File: src/include/cache_bridge_config.svh
`ifndef CACHE_BRIDGE_CONFIG_SVH
`define CACHE_BRIDGE_CONFIG_SVH

// width of a data word on both the message and cache sides
`define CB_DATA_WIDTH 64

// width of a byte address
`define CB_ADDR_WIDTH 32

// cache organization
`define CB_BANKS 2
`define CB_SETS 16
`define CB_WAYS 2

// bytes per cache block
`define CB_BLOCK_BYTES 64

// requests that may wait for an answer at once
`define CB_OUTSTANDING 4

`endif

File: src/cache_bridge_pkg.sv
`include "cache_bridge_config.svh"

package cache_bridge_pkg;

  localparam int data_bytes_gp = `CB_DATA_WIDTH / 8;
  localparam int lg_banks_gp = (`CB_BANKS > 1) ? $clog2(`CB_BANKS) : 1;
  localparam int block_offset_width_gp = $clog2(`CB_BLOCK_BYTES);

  typedef enum logic [1:0]
  {
    e_mem_rd = 2'b00,
    e_mem_wr = 2'b01
  } msg_type_e;

  // log2 of the access size in bytes
  typedef enum logic [2:0]
  {
    e_size_1 = 3'd0,
    e_size_2 = 3'd1,
    e_size_4 = 3'd2,
    e_size_8 = 3'd3
  } msg_size_e;

  typedef struct packed
  {
    msg_type_e msg_type;
    msg_size_e size;
    logic [`CB_ADDR_WIDTH-1:0] addr;
    logic [3:0] tag;
  } mem_hdr_t;

  typedef enum logic [3:0]
  {
    e_lb = 4'd0,
    e_lh = 4'd1,
    e_lw = 4'd2,
    e_ld = 4'd3,
    e_sb = 4'd4,
    e_sh = 4'd5,
    e_sw = 4'd6,
    e_sd = 4'd7,
    e_tagst = 4'd8
  } cache_op_e;

  // one mask bit per data byte
  typedef struct packed
  {
    cache_op_e opcode;
    logic [`CB_ADDR_WIDTH-1:0] addr;
    logic [`CB_DATA_WIDTH-1:0] data;
    logic [data_bytes_gp-1:0] mask;
  } cache_pkt_t;

  typedef logic [lg_banks_gp-1:0] bank_t;

  typedef struct packed
  {
    bank_t bank;
    mem_hdr_t hdr;
  } pending_t;

  // bank index sits right above the block offset
  function automatic bank_t addr_to_bank(input logic [`CB_ADDR_WIDTH-1:0] addr);
    return addr[block_offset_width_gp +: lg_banks_gp];
  endfunction

endpackage

File: src/tag_clear_seq.sv
`include "cache_bridge_config.svh"

module tag_clear_seq
  (input logic clk_i
   , input logic reset_i
   , output cache_bridge_pkg::cache_pkt_t pkt_o
   , output logic [`CB_BANKS-1:0] pkt_v_o
   , input logic [`CB_BANKS-1:0] pkt_ready_i
   , input logic [`CB_BANKS-1:0] ack_v_i
   , output logic [`CB_BANKS-1:0] ack_yumi_o
   , output logic done_o
   );

  import cache_bridge_pkg::*;

  localparam int lines_per_bank_lp = `CB_SETS * `CB_WAYS;
  localparam int total_lines_lp = `CB_BANKS * lines_per_bank_lp;
  localparam int line_idx_width_lp = (lines_per_bank_lp > 1) ? $clog2(lines_per_bank_lp) : 1;
  localparam int cnt_width_lp = $clog2(total_lines_lp + 1);
  localparam logic [cnt_width_lp-1:0] total_cnt_lp = cnt_width_lp'(total_lines_lp);

  typedef enum logic [1:0] {e_reset, e_clear, e_done} state_e;

  state_e state_r, state_n;
  logic [cnt_width_lp-1:0] sent_r, sent_n;
  logic [cnt_width_lp-1:0] recv_r, recv_n;
  bank_t sent_bank;
  logic [`CB_ADDR_WIDTH-1:0] line_addr;

  // lines are walked bank by bank with the set and way index in the low bits
  assign sent_bank = bank_t'(sent_r / lines_per_bank_lp);
  assign line_addr = `CB_ADDR_WIDTH'(sent_r[line_idx_width_lp-1:0]) << block_offset_width_gp;

  always_comb
  begin
    pkt_o = '0;
    pkt_o.opcode = e_tagst;
    pkt_o.addr = line_addr;
  end

  always_comb
  begin
    pkt_v_o = '0;
    ack_yumi_o = '0;
    sent_n = sent_r;
    recv_n = recv_r;
    state_n = state_r;
    case (state_r)
      e_reset:
        state_n = e_clear;
      e_clear:
      begin
        if (sent_r != total_cnt_lp)
          pkt_v_o[sent_bank] = 1'b1;
        // answers from several banks may land together
        ack_yumi_o = ack_v_i;
        if (|(pkt_v_o & pkt_ready_i))
          sent_n = sent_r + 1'b1;
        recv_n = recv_r + cnt_width_lp'($countones(ack_yumi_o));
        if ((sent_n == total_cnt_lp) && (recv_n == total_cnt_lp))
          state_n = e_done;
      end
      default:
        state_n = e_done;
    endcase
  end

  always_ff @(posedge clk_i)
  begin
    if (reset_i)
    begin
      state_r <= e_reset;
      sent_r <= '0;
      recv_r <= '0;
    end
    else
    begin
      state_r <= state_n;
      sent_r <= sent_n;
      recv_r <= recv_n;
    end
  end

  assign done_o = (state_r == e_done);

  a_cnt_bound: assert property (@(posedge clk_i) disable iff (reset_i)
    (sent_r <= total_cnt_lp) && (recv_r <= total_cnt_lp));

  // a bank only answers a TAGST it has already taken
  a_ack_after_send: assert property (@(posedge clk_i) disable iff (reset_i)
    (state_r == e_clear) |-> (recv_n <= sent_n));

endmodule

File: src/fwd_decode.sv
`include "cache_bridge_config.svh"

module fwd_decode
  (input cache_bridge_pkg::mem_hdr_t hdr_i
   , input logic [`CB_DATA_WIDTH-1:0] data_i
   , output cache_bridge_pkg::cache_pkt_t pkt_o
   , output cache_bridge_pkg::bank_t bank_o
   );

  import cache_bridge_pkg::*;

  localparam int byte_offset_width_lp = $clog2(data_bytes_gp);

  cache_op_e load_op;
  cache_op_e store_op;
  logic is_store;
  logic [byte_offset_width_lp-1:0] byte_offset;
  logic [data_bytes_gp-1:0] byte_mask;

  assign is_store = (hdr_i.msg_type == e_mem_wr);
  assign byte_offset = hdr_i.addr[byte_offset_width_lp-1:0];

  // opcode pair for each access size
  always_comb
  begin
    case (hdr_i.size)
      e_size_1:
      begin
        load_op = e_lb;
        store_op = e_sb;
      end
      e_size_2:
      begin
        load_op = e_lh;
        store_op = e_sh;
      end
      e_size_4:
      begin
        load_op = e_lw;
        store_op = e_sw;
      end
      e_size_8:
      begin
        load_op = e_ld;
        store_op = e_sd;
      end
      default:
      begin
        load_op = e_ld;
        store_op = e_sd;
      end
    endcase
  end

  // a byte is enabled when it lies in the same size-aligned chunk as the address
  always_comb
  begin
    for (int i = 0; i < data_bytes_gp; i++)
    begin
      byte_mask[i] = ((i >> hdr_i.size) == (int'(byte_offset) >> hdr_i.size));
    end
  end

  always_comb
  begin
    pkt_o = '0;
    if (is_store)
      pkt_o.opcode = store_op;
    else
      pkt_o.opcode = load_op;
    pkt_o.addr = hdr_i.addr;
    pkt_o.data = data_i;
    pkt_o.mask = byte_mask;
  end

  assign bank_o = addr_to_bank(hdr_i.addr);

  // only single-beat accesses up to one data word reach the bridge
  always_comb
  begin
    a_size_range: assert ($isunknown(hdr_i.size) || (hdr_i.size <= e_size_8))
      else $error("fwd_decode: access size %0d is wider than a data word", hdr_i.size);
  end

endmodule

File: src/resp_order_fifo.sv
`include "cache_bridge_config.svh"

module resp_order_fifo
  (input logic clk_i
   , input logic reset_i
   , input logic push_i
   , input cache_bridge_pkg::pending_t push_data_i
   , output logic full_o
   , input logic pop_i
   , output cache_bridge_pkg::pending_t head_o
   , output logic head_v_o
   );

  import cache_bridge_pkg::*;

  localparam int depth_lp = `CB_OUTSTANDING;
  localparam int ptr_width_lp = (depth_lp > 1) ? $clog2(depth_lp) : 1;
  localparam int cnt_width_lp = $clog2(depth_lp + 1);
  localparam logic [ptr_width_lp-1:0] last_ptr_lp = ptr_width_lp'(depth_lp - 1);

  pending_t mem_r [depth_lp];
  logic [ptr_width_lp-1:0] wr_ptr_r;
  logic [ptr_width_lp-1:0] rd_ptr_r;
  logic [cnt_width_lp-1:0] count_r;

  // wrap also works for depths that are not a power of two
  function automatic logic [ptr_width_lp-1:0] ptr_inc(input logic [ptr_width_lp-1:0] ptr);
    return (ptr == last_ptr_lp) ? '0 : ptr + 1'b1;
  endfunction

  always_ff @(posedge clk_i)
  begin
    if (push_i)
      mem_r[wr_ptr_r] <= push_data_i;
  end

  always_ff @(posedge clk_i)
  begin
    if (reset_i)
    begin
      wr_ptr_r <= '0;
      rd_ptr_r <= '0;
      count_r <= '0;
    end
    else
    begin
      if (push_i)
        wr_ptr_r <= ptr_inc(wr_ptr_r);
      if (pop_i)
        rd_ptr_r <= ptr_inc(rd_ptr_r);
      case ({push_i, pop_i})
        2'b10: count_r <= count_r + 1'b1;
        2'b01: count_r <= count_r - 1'b1;
        default: count_r <= count_r;
      endcase
    end
  end

  assign full_o = (count_r == cnt_width_lp'(depth_lp));
  assign head_v_o = (count_r != '0);
  assign head_o = mem_r[rd_ptr_r];

  a_no_overflow: assert property (@(posedge clk_i) disable iff (reset_i)
    push_i |-> !full_o);

  a_no_underflow: assert property (@(posedge clk_i) disable iff (reset_i)
    pop_i |-> head_v_o);

endmodule

File: src/rev_pack.sv
`include "cache_bridge_config.svh"

module rev_pack
  (input cache_bridge_pkg::pending_t entry_i
   , input logic entry_v_i
   , input logic [`CB_BANKS-1:0][`CB_DATA_WIDTH-1:0] cache_data_i
   , input logic [`CB_BANKS-1:0] cache_data_v_i
   , output cache_bridge_pkg::mem_hdr_t rev_hdr_o
   , output logic [`CB_DATA_WIDTH-1:0] rev_data_o
   , output logic rev_v_o
   );

  import cache_bridge_pkg::*;

  logic [`CB_DATA_WIDTH-1:0] bank_word;
  logic bank_v;
  msg_size_e resp_size;

  // answer of the bank that owns the oldest request
  assign bank_word = cache_data_i[entry_i.bank];
  assign bank_v = cache_data_v_i[entry_i.bank];
  assign resp_size = entry_i.hdr.size;

  // the cache returns B/H/W/D results at the low end of the word
  always_comb
  begin
    rev_data_o = bank_word;
    for (int i = 0; i < data_bytes_gp; i++)
    begin
      if ((i >> resp_size) != 0)
        rev_data_o[8*i +: 8] = 8'h00;
    end
  end

  assign rev_hdr_o = entry_i.hdr;

  // stores also wait for their answer so ordering stays intact
  assign rev_v_o = entry_v_i & bank_v;

endmodule

File: src/cache_bridge_top.sv
`include "cache_bridge_config.svh"

module cache_bridge_top
  (input logic clk_i
   , input logic reset_i

   , input cache_bridge_pkg::mem_hdr_t mem_fwd_hdr_i
   , input logic [`CB_DATA_WIDTH-1:0] mem_fwd_data_i
   , input logic mem_fwd_v_i
   , output logic mem_fwd_ready_o

   , output cache_bridge_pkg::mem_hdr_t mem_rev_hdr_o
   , output logic [`CB_DATA_WIDTH-1:0] mem_rev_data_o
   , output logic mem_rev_v_o
   , input logic mem_rev_ready_i

   // the packet is shared while valid and ready are per bank
   , output cache_bridge_pkg::cache_pkt_t cache_pkt_o
   , output logic [`CB_BANKS-1:0] cache_pkt_v_o
   , input logic [`CB_BANKS-1:0] cache_pkt_ready_i

   , input logic [`CB_BANKS-1:0][`CB_DATA_WIDTH-1:0] cache_data_i
   , input logic [`CB_BANKS-1:0] cache_data_v_i
   , output logic [`CB_BANKS-1:0] cache_data_yumi_o
   );

  localparam logic [`CB_BANKS-1:0] bank_one_lp = `CB_BANKS'(1);

  cache_bridge_pkg::cache_pkt_t clear_pkt;
  logic [`CB_BANKS-1:0] clear_pkt_v;
  logic [`CB_BANKS-1:0] clear_yumi;
  logic clear_done;

  cache_bridge_pkg::cache_pkt_t req_pkt;
  cache_bridge_pkg::bank_t req_bank;
  cache_bridge_pkg::pending_t push_entry;
  cache_bridge_pkg::pending_t head_entry;
  logic fifo_full;
  logic head_v;
  logic req_v;
  logic fwd_fire;
  logic rev_fire;

  tag_clear_seq clear_seq
    (.clk_i(clk_i)
     ,.reset_i(reset_i)
     ,.pkt_o(clear_pkt)
     ,.pkt_v_o(clear_pkt_v)
     ,.pkt_ready_i(cache_pkt_ready_i)
     ,.ack_v_i(cache_data_v_i)
     ,.ack_yumi_o(clear_yumi)
     ,.done_o(clear_done)
     );

  fwd_decode decode
    (.hdr_i(mem_fwd_hdr_i)
     ,.data_i(mem_fwd_data_i)
     ,.pkt_o(req_pkt)
     ,.bank_o(req_bank)
     );

  // a request goes out only when its answer has a queue slot
  assign req_v = clear_done & mem_fwd_v_i & ~fifo_full;
  assign mem_fwd_ready_o = clear_done & ~fifo_full & cache_pkt_ready_i[req_bank];
  assign fwd_fire = mem_fwd_v_i & mem_fwd_ready_o;

  assign cache_pkt_o = clear_done ? req_pkt : clear_pkt;
  assign cache_pkt_v_o = clear_done ? (req_v ? (bank_one_lp << req_bank) : '0) : clear_pkt_v;

  assign push_entry.bank = req_bank;
  assign push_entry.hdr = mem_fwd_hdr_i;

  resp_order_fifo order_fifo
    (.clk_i(clk_i)
     ,.reset_i(reset_i)
     ,.push_i(fwd_fire)
     ,.push_data_i(push_entry)
     ,.full_o(fifo_full)
     ,.pop_i(rev_fire)
     ,.head_o(head_entry)
     ,.head_v_o(head_v)
     );

  rev_pack rev
    (.entry_i(head_entry)
     ,.entry_v_i(head_v)
     ,.cache_data_i(cache_data_i)
     ,.cache_data_v_i(cache_data_v_i)
     ,.rev_hdr_o(mem_rev_hdr_o)
     ,.rev_data_o(mem_rev_data_o)
     ,.rev_v_o(mem_rev_v_o)
     );

  assign rev_fire = mem_rev_v_o & mem_rev_ready_i;

  // the answer stays in its bank until the response is taken
  assign cache_data_yumi_o = clear_done
    ? (rev_fire ? (bank_one_lp << head_entry.bank) : '0)
    : clear_yumi;

  // a response that is not taken stays valid until it is
  a_rev_hold: assert property (@(posedge clk_i) disable iff (reset_i)
    (mem_rev_v_o && !mem_rev_ready_i) |=> mem_rev_v_o);

endmodule

File: config.mk
export PLATFORM = sky130hd
export DESIGN_NAME = cache_bridge_top
export DESIGN_NICKNAME = d
export VERILOG_FILES = /design/src/cache_bridge_pkg.sv /design/src/tag_clear_seq.sv /design/src/fwd_decode.sv /design/src/resp_order_fifo.sv /design/src/rev_pack.sv /design/src/cache_bridge_top.sv
export VERILOG_INCLUDE_DIRS = /design/src /design/src/include
export SDC_FILE = /design/constraint.sdc
export NUM_CORES = 1
export LEC_CHECK = 0
export ABC_CLOCK_PERIOD_IN_PS = 4570
export BUFFER_PORTS_ARGS = -buffer_cell sky130_fd_sc_hd__buf_2
export CORE_AREA = 2 2 180 182
export CTS_CLUSTER_DIAMETER = 80
export DETAILED_ROUTE_END_ITERATION = 16
export DIE_AREA = 0 0 182 184
export PLACE_DENSITY = 0.67
export SLEW_MARGIN = 5
export SYNTH_ARGS = -nofsm -noshare
export SYNTH_HDL_FRONTEND = slang
export SYNTH_HIERARCHICAL = 1
export SYNTH_SLANG_ARGS = --single-unit
File: constraint.sdc
create_clock -name clk_i -period 4.57 [get_ports clk_i]
set_input_delay 0.2285 -clock clk_i [delete_from_list [all_inputs] [get_ports clk_i]]
set_output_delay 0.2285 -clock clk_i [all_outputs]
set_load 0.005 [all_outputs]
* After elaboration in Yosys (flattened, before gate mapping)
Memory sizes are Yosys's and may differ from the RTL's. A register that Yosys moved wholly into a read port is not among the register bits.
Index checks and enable logic that the tools add are counted.
** Operators by class
- $add $sub $neg :: 7
- $lt $le $gt $ge :: 4
- Equality and inequality tests :: 22
- Shift-type cells :: 19
- Multiplexer cells :: 39
- Bitwise gates (word level) :: 9
- Reduce and logical (&&, ||, !) cells :: 15
** Operators by type and width (number)
- $eq 32x32->1 :: 8
- $reduce_bool 32->1 :: 8
- $shr 3x3->32 const A :: 8
- $mux 64 :: 2
- $shr 1x3->32 const A :: 4
- $shr 2x3->32 const A :: 4
- $mux 108 :: 1
- $mux 8 :: 8
- $shr 3x3->32 :: 1
- $mux 2 :: 13
- $eq 7x7->1 const B :: 2
- $mux 7 :: 2
- $pmux 2 s3 :: 2
- $eq 2x2->1 const B :: 4
- $add 7x1->7 const B :: 1
- $add 7x7->7 :: 1
- $and 1x1->1 :: 7
- $mux 1 :: 7
- $ne 7x7->1 const B :: 1
- $eq 2x1->1 const B :: 3
- $lt 1x2->1 const B :: 3
- $pmux 3 s2 :: 1
- $add 2x1->2 const B :: 2
- $pmux 2 s2 :: 1
- 19 further kinds :: 21
** Storage, ports and cells
- Bits in registers :: 23
- RAM bits :: 168
- Bits of input ports :: 241
- Memories :: 1
** Memory list
- order_fifo.mem_r :: words 4, width 42, read ports 1, clocked after Yosys merged registers in 1, write ports 1, RTL line resp_order_fifo.sv:21 : pending_t mem_r [depth_lp];

* Logic depth before layout (Yosys ltp)
Gate-level depths: netlist (run 1).
- Depth in word-level cells :: 14
- Depth in mapped cells :: 12
- Mapped depth without buffers :: 9

* By module
The synthesis (run 1) kept the hierarchy.
** Modules (own cells, without submodules)
- resp_order_fifo :: times used 1, cells an instance 264, area an instance 6553.8 um^2, seq. area each 5225.0 um^2
- tag_clear_seq :: times used 1, cells an instance 232, area an instance 1835.5 um^2, seq. area each 320.3 um^2
- cache_bridge_top :: times used 1, cells an instance 136, area an instance 1500.2 um^2, seq. area each 0.0 um^2
- rev_pack :: times used 1, cells an instance 189, area an instance 1408.9 um^2, seq. area each 0.0 um^2
- fwd_decode :: times used 1, cells an instance 154, area an instance 1112.3 um^2, seq. area each 0.0 um^2

* Worst setup path after synthesis (run 1)
No wires, ideal clock.
- Kind :: register to register
- From :: reg (tool-made name)
- To :: reg order_fifo.count_r[2]
- Setup time :: 0.070 ns
- Arrival :: 2.876 ns
- Setup slack :: 1.625 ns
- Cell stages (with the launch flop) :: 13
- Buffers on the path :: 3
- Period minus slack after synthesis :: 2.945 ns
- Path through :: dfxtp_1 buf_6 buf_12 mux4_2 buf_2 mux2i_1 nor2b_1 and2_1 ha_1 fa_1 xnor2_1 or3_1 a21oi_1
** RTL lines
- end signal: assignment :: RTL line resp_order_fifo.sv:52 : 2'b10: count_r <= count_r + 1'b1;
- end signal: assignment :: RTL line resp_order_fifo.sv:53 : 2'b01: count_r <= count_r - 1'b1;
- end signal: assignment :: RTL line resp_order_fifo.sv:54 : default: count_r <= count_r;
- end: declaration :: RTL line resp_order_fifo.sv:24 : logic [cnt_width_lp-1:0] count_r;

==> out/results.txt, run 1 <==
Placed Area: 13500 um2
First-pass GRT wire length: 45000 um
Dpl ws: 1270 ps
Pin count of the biggest net entering global routing: 75
Clock Path Buffers: 2
Pwr/cell area: 267 nW/um2
Post-Synth Adder-Cell Area: 2.04%
Initial core utilization: 39.5%
Startpoint Class: flop
Die Width: 182 um
Lkg Pwr: 5.99 nW
Slew HR: 28.9%
FP Rows: 65
Total Routed Length: 32100 um
Nets: 1534
Slowest stage cell on the critical path: inv_1
Cell taking the most area after synthesis: edfxtp_1
DP HPWL: 24600 um
Final setup skew: 5.78 ps
Critical path class: reg -> out
WL/cell: 19.0 um
Status: finished, final reports clean
Worst Tran Pin Value: 1070 ps
Largest cells by area after synthesis: edfxtp_1, buf_4, mux2_2
EDFF count, synth: 168
Finished layout cell area: 14100 um2
Simple-gate share of the synthesized area: 5.13%
Area growth syn-to-layout: 13.5%
CTS Hold Bufs: 4
Core area: 31400 um2
DRC errors left: 0
Async SR Flop Fraction: 0%
Synthesized flop and latch total: 193
Max stage delay on crit path: 780 ps
Highest clock rate: 0.270 GHz
Cell Area, Synth: 12400 um2
Crit path capture type: primary output
Period utilization: 81.1%
Synth warn: 6
Post-route minimum period: 3710 ps
Compound-Gate Fraction of Synth Area: 4.24%
CTS buffer count: 17
WP data required: 4340 ps
Endpoints failing hold: 0
Final setup viols: 0
Top_reg_cell synth: edfxtp_1
H-tree depth: 4
Cells along the critical path: buf_4 > mux4_2 > inv_1 > a21oi_1 > buf_2
DR vias/cell: 4.70
Most common cell in the netlist: buf_4
Worst vdd ir: 0.245 mV
Worst-path fanout max: 32
Die ar.: 33500 um2
GRT Util Overall: 18.4%
Mux cell area share after synthesis: 24.1%
TNS Setup: 0 ps
Placer Congestion: 0.950
Post-synth cell types: 56
DRT iter0 DRCs: 420
Die Span Y: 184 um
Clock sinks: 193
Main combinational cell family by area after synthesis: multiplexers
Max-capacitance violation count: 0
CTS clk-pin slew, worst paths: 60 ps
Syn Area/Cell: 12.7 um2
Drt pass-1 iters: 5
Resized cells post-CTS: 0
I/O Buffers: 459
Root Buffer: clkbuf_16
Setup WS post-layout: 862 ps
Layout cell share with drive strength beyond 1: 52.4%
Fin util: 44.9%
Worst skew pair latency: 430 ps
Register area share after synthesis: 44.7%
Post-Synth XOR/XNOR Area: 1.20%
Final ANT Viol Nets: 0
Antenna violations before repair: 5
Final Slew Violations: 0
Setup bufs post-CTS: 0
Worst Path Arrival: 3480 ps
CTS tree: built
Synth top area share: 40.6%
Top cells by count, synth: buf_4, edfxtp_1, mux2_2, mux2i_1, nor2_1
Total number of vias: 7936
HP Class: in -> reg
Vias in the first global route: 7681
Total gr overflow: 0
RSZ-0062 raised after global routing: no
Ports: 460
Gate Count Post-Synth: 975
Fin Hold WS: 25.9 ps
[sequential cells by signal, summed over array words and instances, names as in the netlist, named ones only]
signal and cells:
clear_seq/recv_r 7, clear_seq/sent_r 7, clear_seq/state_r 2, order_fifo/count_r 3, order_fifo/mem_r 168, order_fifo/rd_ptr_r 2, order_fifo/wr_ptr_r 2
[metrics by stage]
stage               total power [mW]  cells
floorplan                       2.23   1076
global placement                2.34   1653
detailed placement              2.35   1653
CTS                             3.80   1687
global route                    3.90   1690
finish                          3.76   1690
[path summary, 6_finish.rpt]
check | end | slack (ps) | from | cells past startpoint
max | mem_rev_data_o[45] | 860 | flop | 5
min | order_fifo/mem_r[0][8]$_DFFE_PP_ | 30 | mem_fwd_hdr_i[8] | 1
max reg2reg | order_fifo/count_r[2]$_SDFFE_PP0P_ | 1360 | flop | 9
min reg2reg | clear_seq/recv_r[1]$_SDFFE_PP0N_ | 470 | clear_seq/recv_r[1]$_SDFFE_PP0N_ | 2
[power breakdown]
group,switching (mW),leakage [nW],internal (mW)
Sequential,0.00394,1.71,1.91
Combinational,0.190,3.99,0.201
Clock,0.602,0.281,0.848
[layer usage]
layer  GRT usage [%]  wire (um)
met1            18.5      11300
met4            10.0       1330
met5               0          0
met2            35.0      17200
met3            4.20       2250
[logic make-up (layout without fill, tap and decap cells)]
logic type               after synthesis  count (layout)
AND/OR/NAND/NOR                      121             121
other                                  3             107
AO/OA/AOI/OAI                         83              83
flip-flops                           193             193
adder cells (fa/ha/maj)               19              19
buffers and inverters                316             525
multiplexers                         223             223
XOR/XNOR                              17              17
[critical path, delay by kind of cell, from the launching register on]
kind | cells | cell delay [ps]
AOI/OAI and AO/OA | 1 | 240
buffers and inverters | 3 | 1460
DFF | 1 | 690
muxes | 1 | 610
[cells in the final DEF, fill, tap and decap left out, types with 6 or more instances in the layout]
master	Yosys	layout
nor2_1	50	50
o21ai_0	15	15
clkbuf_16	0	17
buf_2	18	459
edfxtp_1	168	168
a21oi_1	46	46
ha_1	17	17
conb_1	3	104
inv_1	23	23
mux2_4	22	22
xnor2_1	6	6
mux2i_1	64	64
mux4_2	40	39
mux2_2	95	95
xor2_1	11	11
buf_4	254	9
dfxtp_1	25	23
nand2_1	12	12
[layout make-up]
type                       instances  area (um2)
fill                            2933       17300
sequential                       193        5550
multi-input combinational        567        4960
timing repair buffer             472        2400
tap                              402         503
clock buffer                      18         429
clock inverter                    12         143
inverter                          23        86.3
antenna                            3        7.51
Power figures use the tool's default switching activity.
==> run 2: changes to the inputs <==
ABC_CLOCK_PERIOD_IN_PS = 3100   (was 4570)
PLACE_DENSITY = 0.7   (was 0.67)
clock period = 3.1 ns   (was 4.57 ns; I/O delays follow)
==> out/results.txt, run 2 (synthesis gave the netlist of run 1 again) <==
Clock Path Buffers: 2 (unchanged)
WL/cell: 19.9 um (+4.6%)
Pwr/cell area: 386 nW/um2 (+45%)
Die Width: 182 um (unchanged)
Worst skew pair latency: 430 ps (about the same)
CTS clk-pin slew, worst paths: 70 ps (about the same)
Initial core utilization: 39.5% (unchanged)
Drt pass-1 iters: 5 (unchanged)
Die Span Y: 184 um (unchanged)
Wire length on met3: 2360 um (+4.9%)
Total gr overflow: 0 (unchanged)
Most frequent cells in the layout: buf_2, edfxtp_1, conb_1
Antenna violations before repair: 3 (-2)
Max reg flops: 168 (unchanged)
Period utilization: 96.3%
CTS buffer count: 17 (unchanged)
Post-route minimum period: 2990 ps
Nets: 1577 (+2.8%)
Final setup viols: 0 (unchanged)
HP Class: in -> reg
Startpoint Class: flop
Highest clock rate: 0.335 GHz
Status: finished, final reports clean
Worst reg-to-reg path cell count: 9 (unchanged)
Worst vdd ir: 0.337 mV (+38%)
Placer Congestion: 0.928 (-2.2%)
Cells along the critical path: mux4_4 > buf_4 > mux2i_1 > buf_4 > a21oi_1 > buf_2
Pin count of the biggest net entering global routing: 117 (+56%)
Layout cell share with drive strength beyond 1: 52.0% (-0.42 points)
Core area: 31400 um2 (unchanged)
DRC errors left: 0 (unchanged)
WP data required: 2940 ps (-1400 ps)
Final setup skew: 12.1 ps (+6.34 ps)
Layout fillers: 2865 (-2.3%)
FP Rows: 65 (unchanged)
DR vias/cell: 4.78 (+1.8%)
R2r setup slk: 270 ps (-1090 ps)
H-tree depth: 4 (unchanged)
GRT Util Overall: 19.8% (+1.5 points)
Final Slew Violations: 0 (unchanged)
Max stage delay on crit path: 780 ps (about the same)
Non-Filler Instances: 1734 (+2.6%)
Total Routed Length: 34500 um (+7.4%)
TNS Setup: 0 ps (unchanged)
Total number of vias: 8291 (+4.5%)
Worst Path Arrival: 2830 ps (-650 ps)
DP HPWL: 26400 um (+7.2%)
Max-capacitance violation count: 0 (unchanged)
Slew HR: 30.3% (+1.4 points)
CTS tree: built
Critical path class: reg -> out
Most common cell after layout, fill and taps aside: buf_2
RSZ-0062 raised after global routing: no
Worst Tran Pin Value: 1050 ps (-20.9 ps)
Crit path capture type: primary output
DRT iter0 DRCs: 436 (+3.8%)
Slowest stage cell on the critical path: buf_4
Final ANT Viol Nets: 0 (unchanged)
Die ar.: 33500 um2 (unchanged)
Area growth syn-to-layout: 17.1%
Crit path top cell by count: buf_4
Placed Cells: 1666 (+0.79%)
Top Registers: order_fifo/mem_r (168), clear_seq/recv_r (7), clear_seq/sent_r (7)
Root Buffer: clkbuf_16
Clock sinks: 193 (unchanged)
Lkg Pwr: 6.18 nW (+3.3%)
Endpoints failing hold: 0 (unchanged)
Top routing layer in use: met4
Setup bufs post-CTS: 0 (unchanged)
Ports: 460 (unchanged)
Vias in the first global route: 8083 (+5.2%)
First-pass GRT wire length: 48500 um (+7.9%)
Routed wl met2: 18800 um (+9.4%)
I/O Buffers: 459 (unchanged)
Worst Hold Depth: 1 (unchanged)
Worst-path fanout max: 66 (+110%)
Largest Register: order_fifo/mem_r
Met1 WL: 11500 um (+1.9%)
run 2: final cells by class:
class | count | area, um2 | area share, %
clock buffer | 18 | 429 | 2.95
inverter | 23 | 86.3 | 0.594
antenna | 2 | 5.00 | 0.0344
clock inverter | 14 | 155 | 1.07
tap | 402 | 503 | 3.46
multi-input combinational | 567 | 4970 | 34.2
timing repair buffer | 515 | 2830 | 19.5
sequential | 193 | 5550 | 38.2
run 2: metal layers:
metal	vias to the layer above	GRT usage, %
li1	3858	-
met1	3972	19.4
met2	405	38.5
met3	56	4.22
met4	0	11.2
met5	-	0
run 2: power by group:
| group | internal, mW | total (mW) | switching, mW |
|---|---|---|---|
| Combinational | 0.327 | 0.628 | 0.301 |
| Sequential | 2.82 | 2.83 | 0.00604 |
| Clock | 1.20 | 2.15 | 0.951 |
| Total | 4.35 | 5.61 | 1.26 |
run 2: worst max-delay path, delay by kind of cell (launching register included):
family                 cells  cell delay [ps]
flip-flops                 1              370
AO/OA/AOI/OAI              1              270
multiplexers               2              570
buffers and inverters      3             1160
run 2: worst paths after layout:
path / start / end
setup / recovery: flop / mem_rev_data_o[62]
hold / removal: mem_fwd_hdr_i[38] / order_fifo/mem_r[3][38]$_DFFE_PP_
setup reg to reg: flop / order_fifo/count_r[2]$_SDFFE_PP0P_
hold reg to reg: clear_seq/recv_r[1]$_SDFFE_PP0N_ / clear_seq/recv_r[1]$_SDFFE_PP0N_
run 2: through the flow:
stage               total power [mW]  instance area, um2  hold slack, ps  utilization [%]  setup slack [ps]
floorplan                       3.29               12800             224                -               155
global placement                3.47               13600             368             43.3               318
detailed placement              3.48               13600             382             43.3               290
CTS                             5.66               14500            20.7             46.3              76.5
global route                    5.82               14500            32.9             46.3              36.2
finish                          5.61               14500            37.8             46.3               114
run 2: what timing repair did:
action | 4_1_cts | 5_1_grt
hold endpoints to repair | 136 | 0
endpoints found under the setup margin | 2 | 3
resized for setup | 1 | 1
hold buffers | 34 | 0
